--- src/dcache_pkg.sv ---
`default_nettype none

package dcache_pkg;

    localparam int offset_bits = 3;
    localparam int index_bits = 4;
    localparam int tag_bits = 25;

    typedef logic [31:0] addr_t;
    typedef logic [31:0] word_t;
    typedef logic [63:0] line_t;
    typedef logic [index_bits-1:0] index_t;
    typedef logic [tag_bits-1:0] tag_t;

    // zero is reserved for "no tag"
    typedef logic [3:0] mem_tag_t;

    typedef enum logic [1:0] {
        size_byte = 2'd0,
        size_half = 2'd1,
        size_word = 2'd2
    } mem_size_e;

    typedef enum logic [1:0] {
        mshr_invalid = 2'd0,
        mshr_waiting = 2'd1,
        mshr_ready = 2'd2
    } mshr_state_e;

    typedef enum logic [1:0] {
        bus_none = 2'd0,
        bus_load = 2'd1,
        bus_store = 2'd2
    } bus_cmd_e;

    typedef struct packed {
        logic valid;
        logic is_store;
        mem_size_e size;
        addr_t address;
        word_t value;
    } cache_req_t;

    typedef struct packed {
        logic valid;
        logic is_store;
        addr_t address;
        word_t value;
    } cache_rsp_t;

    typedef struct packed {
        bus_cmd_e cmd;
        addr_t address;
        line_t data;
    } bus_req_t;

    // one outstanding miss
    typedef struct packed {
        logic is_store;
        mem_size_e size;
        addr_t address;
        word_t value;
        mem_tag_t mem_tag;
    } mshr_entry_t;

endpackage

`default_nettype wire

--- src/lane_merge.sv ---
`timescale 1ns/1ns
`default_nettype none

module lane_merge import dcache_pkg::*; (
    input  line_t                  line,
    input  logic [offset_bits-1:0] offset,
    input  mem_size_e              size,
    input  word_t                  value,
    output line_t                  merged
);

    always_comb begin
        merged = line;
        case (size)
            size_byte: merged[{offset, 3'b000} +: 8] = value[7:0];
            // halves and words are aligned, low offset bits ignored
            size_half: merged[{offset[2:1], 4'b0000} +: 16] = value[15:0];
            default: merged[{offset[2], 5'b00000} +: 32] = value;
        endcase
    end

endmodule

`default_nettype wire

--- config.mk ---
export PLATFORM = sky130hd
export DESIGN_NAME = lane_merge
export DESIGN_NICKNAME = d
export VERILOG_FILES = /design/src/dcache_pkg.sv /design/src/lane_merge.sv
export SDC_FILE = /design/constraint.sdc
export NUM_CORES = 1
export LEC_CHECK = 0
export ABC_AREA = 1
export BUFFER_PORTS_ARGS = -buffer_cell sky130_fd_sc_hd__buf_2
export CAP_MARGIN = 10
export CORE_MARGIN = 4
export CORE_UTILIZATION = 42
export DETAILED_ROUTE_END_ITERATION = 6
export PLACE_DENSITY = 0.77
export RECOVER_POWER = 100
export SETUP_SLACK_MARGIN = 0.3
export SLEW_MARGIN = 30
export SYNTH_ARGS = -nofsm -noshare
export SYNTH_HDL_FRONTEND = slang
export SYNTH_SLANG_ARGS = --single-unit
--- constraint.sdc ---
create_clock -name vclk -period 4.19
set_input_delay 0.6285 -clock vclk [all_inputs]
set_output_delay 0.6285 -clock vclk [all_outputs]
set_load 0.01 [all_outputs]
# ---- Word-level counts from Yosys, hierarchy flattened
# Index checks and enable logic that the tools add are counted.
dict set report op_classes {
  n_addsub 3
  n_eq_ne 1
  shifts 6
  mux 4
  n_reduce_logical 1
}
# op n
set ops {}
lappend ops {{bitwise mux 64 bit} 3}
lappend ops {{one-hot mux 64 bit (2 select lines)} 1}
lappend ops {{variable shift 16 x 8 -> 64 bit (first input constant)} 1}
lappend ops {{variable shift 32 x 8 -> 64 bit (first input constant)} 1}
lappend ops {{variable shift 8 x 8 -> 64 bit (first input constant)} 1}
lappend ops {{variable part select 16 x 8 -> 64 bit} 1}
lappend ops {{variable part select 32 x 8 -> 64 bit} 1}
lappend ops {{variable part select 8 x 8 -> 64 bit} 1}
lappend ops {{negation 6 -> 8 bit} 3}
lappend ops {{equality test 2 x 1 -> 1 bit (second input constant)} 1}
lappend ops {{logical NOT 2 bit} 1}
dict set report totals {
  reg_bits 0
  word_cells 15
}

# ---- Longest topological paths before layout
# Gate-level depths: netlist (run 1).
dict set report depth {
  depth_word 4
  depth_mapped 12
  mapped_depth_nobuf 10
}

# ---- Worst setup path after synthesis (run 1)
# No wires, ideal clock.
dict set report synth_path {
  path_kind {input -> output}
  start {input offset[2]}
  end {output merged[40]}
  t_arrival_ns 2.329
  required_ns 3.562
  path_slack_ns 1.232
  cell_stages 9
  n_path_buf 3
  path_cell_list {inv_1 buf_1 ha_1 inv_1 buf_2 buf_1 nand4_1 nand3_1 nand3_1}
}
dict set report synth_via {
  elab_chain_cells 4
  elab_cells_between_ends 13
}
# item line
set synth_rtl {}
lappend synth_rtl {{start, declared} lane_merge.sv:6} ;# input logic [offset_bits-1:0] offset,
lappend synth_rtl {{negation 6 -> 8 bit, on equally long branches} {lane_merge.sv:18, lane_merge.sv:15, lane_merge.sv:17}}
lappend synth_rtl {{variable part select 32 x 8 -> 64 bit, or another cell as far along} lane_merge.sv:18} ;# default: merged[{offset[2], 5'b00000} +: 32] = value;
lappend synth_rtl {{bitwise mux 64 bit, on equally long branches} {lane_merge.sv:18, lane_merge.sv:15, lane_merge.sv:17}}
lappend synth_rtl {{one-hot mux 64 bit (2 select lines) (*)} lane_merge.sv:14} ;# case (size)
lappend synth_rtl {{end, declared} lane_merge.sv:9} ;# output line_t merged
# Every way passes the cells marked *; elsewhere a longest branch is shown, timed or not.

# ---- Worst setup path after layout (run 1)
dict set report layout_path {
  start {input offset[1]}
  end {output merged[50]}
}
dict set report layout_via {
  elab_chain_cells 4
  elab_cells_between_ends 9
}
# item line
set layout_rtl {}
lappend layout_rtl {{negation 6 -> 8 bit, on equally long branches} {lane_merge.sv:17, lane_merge.sv:15}}
lappend layout_rtl {{variable part select 16 x 8 -> 64 bit, or another cell as far along} lane_merge.sv:17} ;# size_half: merged[{offset[2:1], 4'b0000} +: 16] = value[15:0];
lappend layout_rtl {{bitwise mux 64 bit, on equally long branches} {lane_merge.sv:17, lane_merge.sv:15}}
lappend layout_rtl {{one-hot mux 64 bit (2 select lines) (*)} lane_merge.sv:14}
# Marked as above.

==> results.md, run 1 <==
- Die X: 103 um
- Max_slew headroom: 0.468
- Fin crit share: 0.914
- Seq/Total Area, Yosys: 0
- Post-route design area: 0.00459 mm2
- Area delta synth->final: 20.1%
- Post_cts resized: 0
- IO Pins: 165
- Max Clk Rate: 261 MHz
- Fin nets: 1072
- Min Tclk post-route: 3830 ps
- Clock buffer cells: 0
- Hold Path Class: input port to primary output
- Antenna cells: 0
- Cell Count, Final, Fillers Out: 1069
- Die height: 103 um
- Synth Net Count: 946
- Placed insts: 1069
- Crit. End Element: primary output
- Initial antenna violation count: 0
- Dominant cells by area after synthesis: nand2_1 29%, nand3_1 14%, a21oi_1 13%, inv_1 9.0%, nand4_1 6.6%
- Drc violations: 0
- Detailed Place HPWL: 12400 um
- Worst Tran Pin Value: 797 ps
- Post-layout power: 575 uW
- RSZ-0062 raised after global routing: false
- Setup Buffers After CTS: 0
- FFs & Latches: 0
- Hold buffer count at cts: 0
- Site Rows: 34
- GRT Residual Overflow: 0
- Vias: 6230
- Initial core utilization: 0.436
- Area leader, netlist: nand2_1
- Pwr Density: 125 mW/mm2
- 1st-iter DRT viols: 629
- Routed wire length: 16700 um
- Post-synth top cells: 290 x nand2_1, 106 x nand3_1, 101 x a21oi_1, 92 x inv_1, 52 x nor2_1
- Antenna Nets Post-Route: 0
- Number of port buffers: 165
- Core Region: 0.00876 mm2
- Worst IR Drop VDD: 59.4 uV
- Slew Limit Fails: 0
- Worst Hold Depth: 4
- Vias per cell: 5.83
- Leakage: 0.00249 uW
- Post-synthesis cell area: 0.00382 mm2
- DR WL/cell: 15.6 um
- Critical Path AT: 3200 ps
- Yosys cell types: 24
- Setup_tns: 0 ps
- WS Path Type: input port to primary output
- Yosys warnings: 0
- Max Cap Violations: 0
- GRT Resource Usage Total: 0.293
- Synth Instances: 837
- Vias in the first global route: 5486
- Final Setup Violations: 0
- Largest net degree at the start of global routing: 40
- Synth top area share: 0.285
- Outcome: finished, final reports clean
- Utilization after layout: 0.523
- CP startpoint kind: input port
- First-pass DRT Iterations: 6
- Global-route wire length before repair: 25700 um
- CP Max Fanout: 20
- Die area: 0.0107 mm2
- RePlAce Congestion: 1.05
- Post-placement cell area: 0.00466 mm2
- CP required: 3560 ps
- Synth Area per Inst: 4.56 um2
- Most frequent cell after synthesis: nand2_1
- Final Hold Viols: 0
- FF/Latch Area: 0 um2
- Fraction of layout cells with a size suffix above 1: 0.156
## area by class of cell
class | instances | area [um2]
fillers | 990 | 4180
multi-input cells | 680 | 3180
repair buffers | 179 | 891
inverters | 102 | 384
well taps | 108 | 135
## stage by stage
stage | hold slack, ps | setup slack, ps
final | 1610 | 362
after global routing | 1640 | 203
after CTS | 1610 | 679
after detailed placement | 1610 | 687
after global placement | 1600 | 744
after floorplan | 1420 | 1230
## critical path, stage by stage
cell	delay [ps]
buf_2	310
inv_2	150
ha_1	230
ha_1	230
nor2_1	540
nand2_1	350
inv_1	190
nand2_2	140
nand2_1	90
nand3_1	70
nand2_1	130
buf_2	140
## power by group
| group | switching, uW | internal [uW] |
|---|---|---|
| clock network | 0 | 0 |
| registers | 0 | 0 |
| logic | 385 | 190 |
| total | 385 | 190 |
## final timing paths
kind | startpoint | endpoint | slack [ps]
max | offset[1] | merged[50] | 360
min | line[46] | merged[46] | 1610
## logic make-up after synthesis
| group | Yosys count | share of synthesized area |
|---|---|---|
| adder cells (fa/ha/maj) | 8 | 0.0262 |
| buffers and inverters | 157 | 0.165 |
| AO/OA/AOI/OAI | 167 | 0.234 |
| AND/OR/NAND/NOR | 505 | 0.575 |
## placed cells by master, fill, tap and decap left out, types with 2 or more instances in the layout
cell type / instances
clkinv_1: 7
nor2_1: 55
nand3_1: 107
inv_2: 2
o21ai_0: 34
clkbuf_1: 42
o22ai_1: 18
nand2_2: 4
nand2_1: 290
o211ai_1: 7
a22oi_1: 7
buf_2: 123
ha_1: 8
buf_4: 13
nor3_1: 3
nor2_4: 4
inv_1: 92
nand4_1: 40
a21oi_1: 101
## per-layer routing
metal,global-route usage,part of all wire,up-vias
li1,-,-,3010
met1,0.410,0.40,2716
met2,0.464,0.44,447
met3,0.0362,0.13,57
met4,0.0966,0.028,0
met5,0,0,-
Note: power is estimated with default switching activity, not from simulation.
==> run 2, diff against run 1 <==
--- a/config.mk
+++ b/config.mk
@@ -12,9 +12,9 @@
 export CORE_UTILIZATION = 42
 export DETAILED_ROUTE_END_ITERATION = 6
 export PLACE_DENSITY = 0.77
-export RECOVER_POWER = 100
+export REMOVE_ABC_BUFFERS = 1
 export SETUP_SLACK_MARGIN = 0.3
-export SLEW_MARGIN = 30
+export SLEW_MARGIN = 20
 export SYNTH_ARGS = -nofsm -noshare
 export SYNTH_HDL_FRONTEND = slang
 export SYNTH_SLANG_ARGS = --single-unit
==> run 2 against run 1 <==
Effect of this change: utilization grew 0.91 points; power rose by 2.2%; largest power group unchanged; critical endpoint is now merged[28]; routed wire length decreased by 1.5%; largest cell class unchanged; via count shrank 1.4%.
==> results.md, run 2 (same netlist as run 1, synthesis figures left out) <==
- FF/Latch Area: 0 um2 (unchanged)
- Setup_tns: 0 ps (unchanged)
- Area delta synth->final: 22.2%
- Antenna cells: 0 (unchanged)
- CP cell instances: buf_2 -> inv_2 -> ha_1 -> clkinv_1 -> nand3_1 -> nand2_1 -> nand3_1 -> nand3_1 -> buf_2
- Min Tclk post-route: 3360 ps (-467 ps)
- Setup Buffers After CTS: 0 (unchanged)
- Vias in the first global route: 5160 (-5.9%)
- Outcome: finished, final reports clean
- Leakage: 0.00263 uW (+5.6%)
- Detailed Place HPWL: 12200 um (-2.1%)
- Hold buffer count at cts: 0 (unchanged)
- Most frequent cells in the layout: 290 x nand2_1, 165 x buf_2, 106 x nand3_1, 101 x a21oi_1, 92 x inv_1
- Post-placement cell area: 0.00467 mm2 (+0.21%)
- Hold Path Origin: line[40]
- Crit. End Element: primary output
- Worst Tran Pin Value: 708 ps (-88.8 ps)
- RePlAce Congestion: 0.943 (-10%)
- RSZ-0062 raised after global routing: false
- Slowest CP cell: ha_1
- Die X: 103 um (unchanged)
- Die area: 0.0107 mm2 (unchanged)
- Worst Setup SP: offset[0]
- IO Pins: 165 (unchanged)
- Worst slack, placed: 930 ps (+243 ps)
- Final Setup Violations: 0 (unchanged)
- Global-route wire length before repair: 24900 um (-3.3%)
- CP peak stage delay: 630 ps (+90 ps)
- Antenna Nets Post-Route: 0 (unchanged)
- CP most frequent cell: nand3_1
- WS Path Type: input port to primary output
- 1st-iter DRT viols: 741 (+18%)
- Hold Path Class: input port to primary output
- Worst IR Drop VDD: 75.5 uV (+27%)
- Fin nets: 1075 (+0.28%)
- Slew Limit Fails: 0 (unchanged)
- Fraction of layout cells with a size suffix above 1: 0.206 (+0.0503)
- Initial antenna violation count: 0 (unchanged)
- CP required: 3560 ps (about the same)
- Fillcell total: 1009 (+1.9%)
- Commonest non-fill, non-tap cell in the layout: nand2_1
- Final Hold Viols: 0 (unchanged)
- Max_slew headroom: 0.528 (+0.0599)
- Largest net degree at the start of global routing: 40 (unchanged)
- Initial core utilization: 0.436 (unchanged)
- FFs & Latches: 0 (unchanged)
- Final worst slack: 830 ps (+467 ps)
- Routed wire length: 16400 um (-1.5%)
- Fin crit share: 0.802 (-0.112)
- Max Clk Rate: 298 MHz (+14%)
- Drc violations: 0 (unchanged)
- Post-route design area: 0.00467 mm2 (+1.7%)
- GRT Residual Overflow: 0 (unchanged)
- Utilization after layout: 0.532 (+0.00914)
- Max Cap Violations: 0 (unchanged)
- CP startpoint kind: input port
- CP Max Fanout: 14 (-30%)
- Vias: 6140 (-1.4%)
- Critical Path AT: 2730 ps (-470 ps)
- Clock buffer cells: 0 (unchanged)
- Post_cts resized: 0 (unchanged)
- DR WL/cell: 15.3 um (-1.8%)
- Vias per cell: 5.73 (-1.7%)
- Site Rows: 34 (unchanged)
- First-pass DRT Iterations: 6 (unchanged)
- Pwr Density: 126 mW/mm2 (+0.46%)
- Number of port buffers: 165 (unchanged)
- Core Region: 0.00876 mm2 (unchanged)
- GRT Resource Usage Total: 0.285 (-0.00843)
- Die height: 103 um (unchanged)
[run 2: cell count changes in the layout (fill, tap and decap cells not counted)]
cell / before / now
buf_2: 123 / 165
clkbuf_1: 42 / 0
buf_4: 13 / 17
nor2_1: 55 / 52
nor2_2: 1 / 3
buf_12: 1 / 0
nand3_1: 107 / 106
nand3_2: 1 / 2
nor2_4: 4 / 5
[run 2: critical path, delay by kind of cell]
family	cells	cell delay, ps
and+or+nand+nor	4	670
buffers and inverters	4	790
adders and majority gates	1	630
[run 2: layout make-up]
cell class	count	area (um2)	share of cell area
multi-input combinational	680	3190	0.684
timing repair buffer	182	953	0.204
inverter	102	384	0.0823
tap	108	135	0.0290
[run 2: metrics by stage]
stage | instances | hold slack (ps) | total power, uW
final | 1072 | 1600 | 588
after global routing | 1072 | 1620 | 647
after CTS | 1072 | 1600 | 575
after detailed placement | 1072 | 1600 | 574
after global placement | 1072 | 1600 | 569
after floorplan | 782 | 1420 | 338
[run 2: where the power goes]
group          internal, uW  switching [uW]  leakage, uW  total [uW]
clock network             0               0            0           0
logic                   203             384      0.00263         588
registers                 0               0            0           0
[run 2: worst paths after layout]
check	endpoint	slack [ps]	cells after the start
max	merged[28]	830	9
min	merged[40]	1600	4
[run 2: routing by layer]
layer / track usage / share of wire / vias up
met5: 0 / 0 / -
met4: 0.0637 / 0.024 / 0
met3: 0.0228 / 0.12 / 40
met2: 0.487 / 0.46 / 442
met1: 0.388 / 0.39 / 2644
li1: - / - / 3014
